===== src/common/fetch_pkg.sv =====
package fetch_pkg;

    // instruction parcels
    localparam int PARCEL_W = 16;

    typedef logic [PARCEL_W-1:0] parcel_t;

    // lanes of the fetch queue
    localparam int N_LANES    = 2;
    localparam int LANE_DEPTH = 2;
    localparam int LANE_PTR_W = $clog2(LANE_DEPTH);

    typedef logic [1:0] lane_cnt_t; // 0 .. LANE_DEPTH

    // whole queue
    localparam int QUEUE_SLOTS      = N_LANES * LANE_DEPTH;
    localparam int SLOT_CNT_W       = $clog2(QUEUE_SLOTS + 1);
    localparam int RESERVED_PARCELS = 2; // room for a response still in flight
    localparam int MAX_VACANCY      = 2; // one full word

    typedef logic [1:0] vacancy_t;

    // first fetch address out of reset
    localparam logic [31:0] RESET_PC = 32'h0000_0000;

    // low opcode bits of a 32-bit instruction, anything else is compressed
    localparam logic [1:0] OPC_FULL = 2'b11;

endpackage


===== src/common/ibus_pkg.sv =====
package ibus_pkg;

    localparam int XLEN = 32;

    // access size code on the instruction bus
    typedef logic [1:0] acc_t;

    localparam acc_t ACC_1B = 2'd0;
    localparam acc_t ACC_2B = 2'd1;
    localparam acc_t ACC_4B = 2'd2;

    // one bus word, seen whole or as two halfword parcels
    typedef union packed {
        logic [XLEN-1:0] word;
        struct packed {
            logic [XLEN/2-1:0] hi;
            logic [XLEN/2-1:0] lo; // a 2-byte response lands here
        } parcels;
    } bus_word_t;

endpackage


===== src/hw/fetch_unit.sv =====
`timescale 1ns/1ps

module fetch_unit (
    input  logic                        i_clk,
    input  logic                        i_rstn,
    // instruction bus
    output logic                        o_ibus_req,
    output logic [ibus_pkg::XLEN-1:0]   o_ibus_addr,
    output ibus_pkg::acc_t              o_ibus_acc,
    input  logic                        i_ibus_resp,
    input  ibus_pkg::bus_word_t         i_ibus_rdata,
    // jumps from the consumer
    input  logic                        i_redirect,
    input  logic [ibus_pkg::XLEN-1:0]   i_redirect_pc,
    // instruction output
    output logic                        o_instr_valid,
    output logic [31:0]                 o_instr,
    output logic [ibus_pkg::XLEN-1:0]   o_instr_pc,
    output logic                        o_instr_compressed,
    input  logic                        i_instr_ready
);
    import ibus_pkg::*;
    import fetch_pkg::*;

    logic      fill_valid;
    logic      fill_half;
    bus_word_t fill_word;
    vacancy_t  vacancy;

    logic      push [N_LANES];
    parcel_t   push_data [N_LANES];
    logic      pop [N_LANES];
    parcel_t   head [N_LANES];
    lane_cnt_t lane_cnt [N_LANES];

    fetch_requester requester_inst (
        .i_clk         (i_clk),
        .i_rstn        (i_rstn),
        .i_redirect    (i_redirect),
        .i_redirect_pc (i_redirect_pc),
        .i_vacancy     (vacancy),
        .i_ibus_resp   (i_ibus_resp),
        .i_ibus_rdata  (i_ibus_rdata),
        .o_ibus_req    (o_ibus_req),
        .o_ibus_addr   (o_ibus_addr),
        .o_ibus_acc    (o_ibus_acc),
        .o_fill_valid  (fill_valid),
        .o_fill_half   (fill_half),
        .o_fill_word   (fill_word)
    );

    lane_splitter splitter_inst (
        .i_clk        (i_clk),
        .i_rstn       (i_rstn),
        .i_redirect   (i_redirect),
        .i_fill_valid (fill_valid),
        .i_fill_half  (fill_half),
        .i_fill_word  (fill_word),
        .i_lane_cnt   (lane_cnt),
        .o_push       (push),
        .o_push_data  (push_data),
        .o_vacancy    (vacancy)
    );

    generate
        for (genvar g = 0; g < N_LANES; g++) begin : g_lane
            parcel_lane lane_inst (
                .i_clk   (i_clk),
                .i_rstn  (i_rstn),
                .i_clear (i_redirect), // queue flush on a jump
                .i_push  (push[g]),
                .i_data  (push_data[g]),
                .i_pop   (pop[g]),
                .o_head  (head[g]),
                .o_count (lane_cnt[g])
            );
        end
    endgenerate

    instr_assembler assembler_inst (
        .i_clk              (i_clk),
        .i_rstn             (i_rstn),
        .i_redirect         (i_redirect),
        .i_redirect_pc      (i_redirect_pc),
        .i_head             (head),
        .i_lane_cnt         (lane_cnt),
        .i_instr_ready      (i_instr_ready),
        .o_pop              (pop),
        .o_instr_valid      (o_instr_valid),
        .o_instr            (o_instr),
        .o_instr_pc         (o_instr_pc),
        .o_instr_compressed (o_instr_compressed)
    );

endmodule


===== src/prefetch/fetch_requester.sv =====
`timescale 1ns/1ps

module fetch_requester (
    input  logic                        i_clk,
    input  logic                        i_rstn,
    input  logic                        i_redirect,
    input  logic [ibus_pkg::XLEN-1:0]   i_redirect_pc,
    input  fetch_pkg::vacancy_t         i_vacancy,
    input  logic                        i_ibus_resp,
    input  ibus_pkg::bus_word_t         i_ibus_rdata,
    output logic                        o_ibus_req,
    output logic [ibus_pkg::XLEN-1:0]   o_ibus_addr,
    output ibus_pkg::acc_t              o_ibus_acc,
    output logic                        o_fill_valid,
    output logic                        o_fill_half,
    output ibus_pkg::bus_word_t         o_fill_word
);
    import ibus_pkg::*;
    import fetch_pkg::*;

    logic [XLEN-1:0] addr_q;     // next fetch address
    logic            run_q;      // low for the first cycle out of reset
    logic            pending_q;  // a request is on the bus
    logic            live_q;     // its response is still wanted
    acc_t            pend_acc_q; // size of the outstanding request

    logic            bus_busy;
    logic            launch;
    acc_t            acc;
    logic [XLEN-1:0] step;

    // the response cycle frees the bus for a back-to-back launch
    assign bus_busy = pending_q && !i_ibus_resp;

    assign launch = run_q && !bus_busy && !i_redirect && (i_vacancy != '0);

    // halfword fetch to realign, or when only one slot is spare
    always_comb begin
        if (addr_q[1] || i_vacancy == vacancy_t'(1)) begin
            acc = ACC_2B;
        end else begin
            acc = ACC_4B;
        end
    end

    assign step = (acc == ACC_2B) ? XLEN'(2) : XLEN'(4);

    assign o_ibus_req  = launch;
    assign o_ibus_addr = addr_q;
    assign o_ibus_acc  = acc;

    always_ff @(posedge i_clk) begin
        if (!i_rstn) begin
            addr_q <= RESET_PC;
        end else if (i_redirect) begin
            addr_q <= i_redirect_pc;
        end else if (launch) begin
            addr_q <= addr_q + step;
        end
    end

    always_ff @(posedge i_clk) begin
        if (!i_rstn) begin
            run_q     <= 1'b0;
            pending_q <= 1'b0;
        end else begin
            run_q <= 1'b1;
            if (launch) begin
                pending_q <= 1'b1;
            end else if (i_ibus_resp) begin
                pending_q <= 1'b0;
            end
        end
    end

    // a jump cancels whatever is still in flight
    always_ff @(posedge i_clk) begin
        if (!i_rstn) begin
            live_q <= 1'b0;
        end else if (i_redirect) begin
            live_q <= 1'b0;
        end else if (launch) begin
            live_q <= 1'b1;
        end
    end

    always_ff @(posedge i_clk) begin
        if (launch) begin
            pend_acc_q <= acc;
        end
    end

    assign o_fill_valid = i_ibus_resp && live_q;
    assign o_fill_half  = (pend_acc_q == ACC_2B);
    assign o_fill_word  = i_ibus_rdata;

endmodule


===== src/prefetch/instr_assembler.sv =====
`timescale 1ns/1ps

module instr_assembler (
    input  logic                        i_clk,
    input  logic                        i_rstn,
    input  logic                        i_redirect,
    input  logic [ibus_pkg::XLEN-1:0]   i_redirect_pc,
    input  fetch_pkg::parcel_t          i_head [fetch_pkg::N_LANES],
    input  fetch_pkg::lane_cnt_t        i_lane_cnt [fetch_pkg::N_LANES],
    input  logic                        i_instr_ready,
    output logic                        o_pop [fetch_pkg::N_LANES],
    output logic                        o_instr_valid,
    output logic [31:0]                 o_instr,
    output logic [ibus_pkg::XLEN-1:0]   o_instr_pc,
    output logic                        o_instr_compressed
);
    import ibus_pkg::*;
    import fetch_pkg::*;

    logic            rsel_q; // lane holding the oldest parcel
    logic [XLEN-1:0] pc_q;

    parcel_t         lo_parcel;
    parcel_t         hi_parcel;
    logic            lo_present;
    logic            hi_present;
    logic            compressed;
    logic            fire;

    assign lo_parcel  = i_head[rsel_q];
    assign hi_parcel  = i_head[!rsel_q];
    assign lo_present = (i_lane_cnt[rsel_q] != '0);
    assign hi_present = (i_lane_cnt[!rsel_q] != '0);

    // length comes from the opcode bits of the first parcel
    assign compressed = (lo_parcel[1:0] != OPC_FULL);

    // a jump cycle never hands anything out
    assign o_instr_valid = !i_redirect && lo_present && (compressed || hi_present);

    // upper half is junk for a compressed instruction
    assign o_instr            = {hi_parcel, lo_parcel};
    assign o_instr_pc         = pc_q;
    assign o_instr_compressed = compressed;

    assign fire = o_instr_valid && i_instr_ready;

    always_comb begin
        for (int i = 0; i < N_LANES; i++) begin
            o_pop[i] = fire && (i == int'(rsel_q) || !compressed);
        end
    end

    always_ff @(posedge i_clk) begin
        if (!i_rstn) begin
            rsel_q <= 1'b0;
            pc_q   <= RESET_PC;
        end else if (i_redirect) begin
            rsel_q <= 1'b0;
            pc_q   <= i_redirect_pc;
        end else if (fire) begin
            rsel_q <= rsel_q ^ compressed; // single pop moves to the other lane
            pc_q   <= pc_q + (compressed ? XLEN'(2) : XLEN'(4));
        end
    end

endmodule


===== src/prefetch/lane_splitter.sv =====
`timescale 1ns/1ps

module lane_splitter (
    input  logic                 i_clk,
    input  logic                 i_rstn,
    input  logic                 i_redirect,
    input  logic                 i_fill_valid,
    input  logic                 i_fill_half,
    input  ibus_pkg::bus_word_t  i_fill_word,
    input  fetch_pkg::lane_cnt_t i_lane_cnt [fetch_pkg::N_LANES],
    output logic                 o_push [fetch_pkg::N_LANES],
    output fetch_pkg::parcel_t   o_push_data [fetch_pkg::N_LANES],
    output fetch_pkg::vacancy_t  o_vacancy
);
    import fetch_pkg::*;

    logic                  wsel_q; // lane that takes the next parcel
    logic [SLOT_CNT_W-1:0] free_slots;

    // low parcel to the selected lane, high parcel to the other one
    always_comb begin
        for (int i = 0; i < N_LANES; i++) begin
            o_push[i]      = i_fill_valid && (!i_fill_half || i == int'(wsel_q));
            o_push_data[i] = (i == int'(wsel_q)) ? i_fill_word.parcels.lo
                                                 : i_fill_word.parcels.hi;
        end
    end

    always_ff @(posedge i_clk) begin
        if (!i_rstn) begin
            wsel_q <= 1'b0;
        end else if (i_redirect) begin
            wsel_q <= 1'b0;
        end else if (i_fill_valid && i_fill_half) begin
            wsel_q <= !wsel_q; // odd parcel count shifts the pairing
        end
    end

    always_comb begin
        free_slots = SLOT_CNT_W'(QUEUE_SLOTS);
        for (int i = 0; i < N_LANES; i++) begin
            free_slots = free_slots - SLOT_CNT_W'(i_lane_cnt[i]);
        end
    end

    // keep a response's worth of slots back, report the rest
    always_comb begin
        if (free_slots <= SLOT_CNT_W'(RESERVED_PARCELS)) begin
            o_vacancy = '0;
        end else begin
            o_vacancy = vacancy_t'(free_slots - SLOT_CNT_W'(RESERVED_PARCELS));
        end
    end

endmodule


===== src/prefetch/parcel_lane.sv =====
`timescale 1ns/1ps

module parcel_lane (
    input  logic                 i_clk,
    input  logic                 i_rstn,
    input  logic                 i_clear,
    input  logic                 i_push,
    input  fetch_pkg::parcel_t   i_data,
    input  logic                 i_pop,
    output fetch_pkg::parcel_t   o_head,
    output fetch_pkg::lane_cnt_t o_count
);
    import fetch_pkg::*;

    parcel_t               mem [LANE_DEPTH];
    logic [LANE_PTR_W-1:0] wr_ptr_q;
    logic [LANE_PTR_W-1:0] rd_ptr_q;
    lane_cnt_t             count_q;

    // wrapping pointer increment
    function automatic logic [LANE_PTR_W-1:0] ptr_next(input logic [LANE_PTR_W-1:0] ptr);
        if (ptr == LANE_PTR_W'(LANE_DEPTH - 1)) begin
            return '0;
        end
        return ptr + 1'b1;
    endfunction

    always_ff @(posedge i_clk) begin
        if (i_push && !i_clear) begin
            mem[wr_ptr_q] <= i_data;
        end
    end

    always_ff @(posedge i_clk) begin
        if (!i_rstn) begin
            wr_ptr_q <= '0;
            rd_ptr_q <= '0;
            count_q  <= '0;
        end else if (i_clear) begin
            // flush beats any push or pop in the same cycle
            wr_ptr_q <= '0;
            rd_ptr_q <= '0;
            count_q  <= '0;
        end else begin
            if (i_push) begin
                wr_ptr_q <= ptr_next(wr_ptr_q);
            end
            if (i_pop) begin
                rd_ptr_q <= ptr_next(rd_ptr_q);
            end
            count_q <= count_q + lane_cnt_t'(i_push) - lane_cnt_t'(i_pop);
        end
    end

    assign o_head  = mem[rd_ptr_q]; // visible before the pop edge
    assign o_count = count_q;

endmodule


===== config.mk =====
export PLATFORM = sky130hd
export DESIGN_NAME = fetch_unit
export DESIGN_NICKNAME = d
export VERILOG_FILES = /design/src/common/fetch_pkg.sv /design/src/common/ibus_pkg.sv /design/src/hw/fetch_unit.sv /design/src/prefetch/fetch_requester.sv /design/src/prefetch/instr_assembler.sv /design/src/prefetch/lane_splitter.sv /design/src/prefetch/parcel_lane.sv
export SDC_FILE = /design/constraint.sdc
export NUM_CORES = 1
export LEC_CHECK = 0
export BUFFER_PORTS_ARGS = -buffer_cell sky130_fd_sc_hd__buf_2
export CAP_MARGIN = 20
export CORE_MARGIN = 4
export CORE_UTILIZATION = 45
export DETAILED_ROUTE_END_ITERATION = 16
export GPL_TIMING_DRIVEN = 0
export HOLD_SLACK_MARGIN = 0.08
export MAX_ROUTING_LAYER = met4
export PLACE_DENSITY = 0.67
export REMOVE_ABC_BUFFERS = 1
export SLEW_MARGIN = 20
export SYNTH_ARGS = -nofsm -noshare
export SYNTH_HDL_FRONTEND = slang
export SYNTH_HIERARCHICAL = 1
export SYNTH_SLANG_ARGS = --single-unit
export TNS_END_PERCENT = 50

===== constraint.sdc =====
create_clock -name i_clk -period 7.5 [get_ports i_clk]
set_input_delay 0.375 -clock i_clk [delete_from_list [all_inputs] [get_ports i_clk]]
set_output_delay 0.375 -clock i_clk [all_outputs]
set_load 0.02 [all_outputs]

==> results.tsv <==
stage	metric	value	unit
outcome	status	complete, no violations	
route	wl	20.8	mm
clock_network	root_buffer	clkbuf_16	
route	via_count	6382	
clock_network	postCtsSetupRepairBufs	0	
finish	fin_cells	1142	
clock_network	clk_path_buf_depth	2	
die	die_area	21000	µm²
sta	hold_slack	0.198	ns
sta	fin_tns_setup	0	ns
pwr	clockPowerShare	0.440	
sta	maxSlewViolCount	0	
die	start_util	0.463	
pwr	p_per_area	198	nW/µm²
synthesis	synthArstFlopShare	0	
clock_network	clk_pin_slew	0.07	ns
synthesis	synth_ff_type	dfxtp_1	
place	dp.cells	1109	
grt	grt-ovfl-total	0	
finish	seqCellArea	3570	µm²
worst_hold_path	hold_class	in -> reg	
grt	grt_pass1_vias	6205	
finish	finalNetCount	981	
place	placedInstanceArea	9130	µm²
worst_setup_path	crit_arrival	4.67	ns
place	hpwl	14.3	mm
grt	grt_max_degree	61	
finish	drive_gt1_frac	0.372	
synthesis	synth_edf_count	66	
clock_network	cts_buffers	17	
synthesis	syn_avg_cell_area	10.8	µm²
sta	rsz0062_at_grt	false	
clock_network	h-tree-depth	4	
route	drt_iter0_drc	401	
pwr	p_leak	3.79	nW
worst_setup_path	path_cells	mux2_4 > nand3_1 > o21a_1 > ha_1 > fa_1 > nand4_1 > or4_1 > nor4_4 > xnor2_1 > a21oi_1	
clock_network	cts_hold_buf	0	
die	row_count	49	
grt	antenna_found_initial	1	
grt	use_met3	0.0496	
place	port-buffer-count	169	
sta	worst_slew_pin_slew	1.11	ns
clock_network	post_cts_resized	0	
finish	utilization	0.535	
worst_setup_path	endpoint_kind	flop	
sta	layout_worst_path_cycle_share	0.588	
clock_network	clock_sinks	145	
place	gp_congestion	0.835	
worst_setup_path	cp_slowest_stage_delay	1.06	ns
sta	slew_headroom	0.258	
sta	skew	0.0100	ns
route	wl_per_cell	18.2	µm
pwr	internal_power	1.38	mW
worst_setup_path	critical_path_class	reg -> reg	
flow_run	maxCapViolations	0	
clock_network	clkLatencyLatePin	0.43	ns
die	io-pin-count	170	
sta	hold_violations	0	
grt	groute.usage.overall	0.202	
worst_setup_path	cp.required	7.77	ns
die	die_y	145	µm
pwr	switchingPower	548	µW
worst_setup_path	cp_slowest_cell	dfxtp_1	
synthesis	ys_types	78	
clock_network	cts_tree	done	
route	post-route-drc-count	0	
finish	multiInputGateArea	4200	µm²
finish	area_growth_syn_to_layout	15.7	%
grt	grt_util_met1	0.254	
grt	grt_first_pass_wirelength	32.3	mm
sta	setup_viol	0	
synthesis	syn_area	8420	µm²
finish	nFillCells	1617	
finish	finalInstanceArea	9740	µm²
sta	max_freq	0.227	GHz
route	viasPerCell	5.59	
sta	min_period	4.41	ns
pwr	p_seq_frac	0.457	
route	drtAntennaViolNets	0	
route	drtPass1Iterations	6	
synthesis	synth_warnings	6	
synthesis	syn_inst	782	
grt	top_usage_layer	met2	
worst_setup_path	start_kind	flop	
synthesis	ys_ff_latch	145	
worst_setup_path	worstPathMaxFanout	16	
die	fp.dieW	145	µm
worst_hold_path	holdCritStartpoint	i_redirect_pc[0]	
pwr	vdd_drop_max	163	µV
pwr	switching_share	0.284	
pwr	pwr-share-comb	0.103	
die	core-area	18200	µm²
synthesis	synth_seq_area_share	0.423	
grt	use_met2	0.321	
==> final cells by class <==
type | count | area share
multi-input cells | 530 | 0.431
clock inverters | 15 | 0.0190
flip-flops and latches | 145 | 0.366
clock buffers | 17 | 0.0437
well taps | 229 | 0.0294
diodes | 1 | 0.000257
repair buffers | 176 | 0.0976
inverters | 29 | 0.0125
==> layer usage <==
metal	wire [µm]	up-vias
met5	0	-
met1	9210	3031
li1	-	3098
met2	9760	227
met3	1400	26
met4	397	0
==> synth_stat cells, drive strengths merged, types with 3 or more instances <==
| cell | number | share of area |
|---|---|---|
| dfxtp | 79 | 0.19 |
| mux2i | 5 | 0.0059 |
| or3 | 5 | 0.0037 |
| nor3b | 3 | 0.0027 |
| and4 | 8 | 0.0083 |
| xnor2 | 30 | 0.031 |
| or4 | 3 | 0.0036 |
| o21ai | 42 | 0.025 |
| a22oi | 3 | 0.0027 |
| clkbuf | 25 | 0.011 |
| nor2 | 35 | 0.016 |
| a21oi | 48 | 0.029 |
| edfxtp | 66 | 0.24 |
| inv | 27 | 0.012 |
| nand2b | 8 | 0.0059 |
| and3 | 14 | 0.010 |
| buf | 53 | 0.055 |
| mux2 | 98 | 0.15 |
| and2 | 9 | 0.0067 |
| ha | 12 | 0.018 |
| a211oi | 3 | 0.0033 |
| o31a | 3 | 0.0031 |
| nand3 | 26 | 0.018 |
| xor2 | 6 | 0.0062 |
| nand2 | 38 | 0.017 |
| nand4 | 23 | 0.020 |
| nor3 | 22 | 0.014 |
| a31oi | 12 | 0.0089 |
| nor4 | 17 | 0.025 |
| o21a | 6 | 0.0053 |
| nor2b | 5 | 0.0037 |
| o22ai | 4 | 0.0030 |
| a21o | 7 | 0.0062 |
==> sequential cells by signal (all words and copies together), names as in the netlist, named ones only <==
name	count
requester_inst/pend_acc_q	2
assembler_inst/o_instr_pc	32
g_lane.lane_inst/o_count	4
requester_inst/pending_q	1
g_lane.lane_inst/mem	64
requester_inst/o_ibus_addr	32
g_lane.lane_inst/rd_ptr_q	2
g_lane.lane_inst/wr_ptr_q	2
requester_inst/run_q	1
requester_inst/live_q	1
splitter_inst/wsel_q	1
assembler_inst/rsel_q	1
==> power groups by stage <==
| stage | combinational, mW | clock [mW] | sequential, mW |
|---|---|---|---|
| floorplan | 0.0896 | 0 | 0.922 |
| global placement | 0.195 | 0 | 0.899 |
| detailed placement | 0.199 | 0 | 0.900 |
| CTS | 0.200 | 0.868 | 0.882 |
| global route | 0.218 | 0.906 | 0.887 |
| finish | 0.199 | 0.851 | 0.883 |
==> critical path, delay by kind of cell (launching register included) <==
family | cells | cell delay (ns)
compound gates | 2 | 0.32
xor+xnor | 1 | 0.14
fa+ha+maj | 2 | 0.48
flops | 1 | 1.06
mux | 1 | 0.39
simple gates | 4 | 1.85
==> cells by family after synthesis <==
logic type                 share of synthesized area
adders and majority gates                     0.0202
DFF                                            0.423
AOI/OAI and AO/OA                              0.114
buffers and inverters                         0.0804
xor gates and xnor gates                      0.0428
muxes                                          0.158
and+or+nand+nor                                0.161
==> path summary, 6_finish.rpt <==
check	end	cells after the start	slack (ns)
hold reg to reg	requester_inst/o_ibus_addr[2]	2	0.50
setup / recovery	assembler_inst/o_instr_pc[31]	10	3.09
hold / removal	requester_inst/o_ibus_addr[0]	3	0.20
setup reg to reg	assembler_inst/o_instr_pc[31]	10	3.09
==> layout by cell type (no fill, tap or decap), drive strengths merged, types with 3 or more instances in the layout <==
cell,instances
a211oi,3
nor2,35
nor3,22
a21oi,48
dfxtp,79
and2,9
nand4,23
nor4,17
nand2,38
nor2b,5
nand2b,8
a22oi,3
o31a,3
mux2i,5
nor3b,3
ha,12
and4,8
or4,3
and3,14
o21ai,42
or3,5
edfxtp,66
o21a,6
mux2,98
o22ai,4
xor2,6
a31oi,12
buf,176
clkinv,9
clkbuf,17
xnor2,30
a21o,7
inv,34
nand3,26
==> through the flow <==
stage	power [mW]	setup slack [ns]
after floorplan	1.01	3.98
after global placement	1.09	2.32
after detailed placement	1.10	3.06
after CTS	1.95	3.05
after global routing	2.01	2.87
final	1.93	3.09
Note: power is estimated with default switching activity, not from simulation.
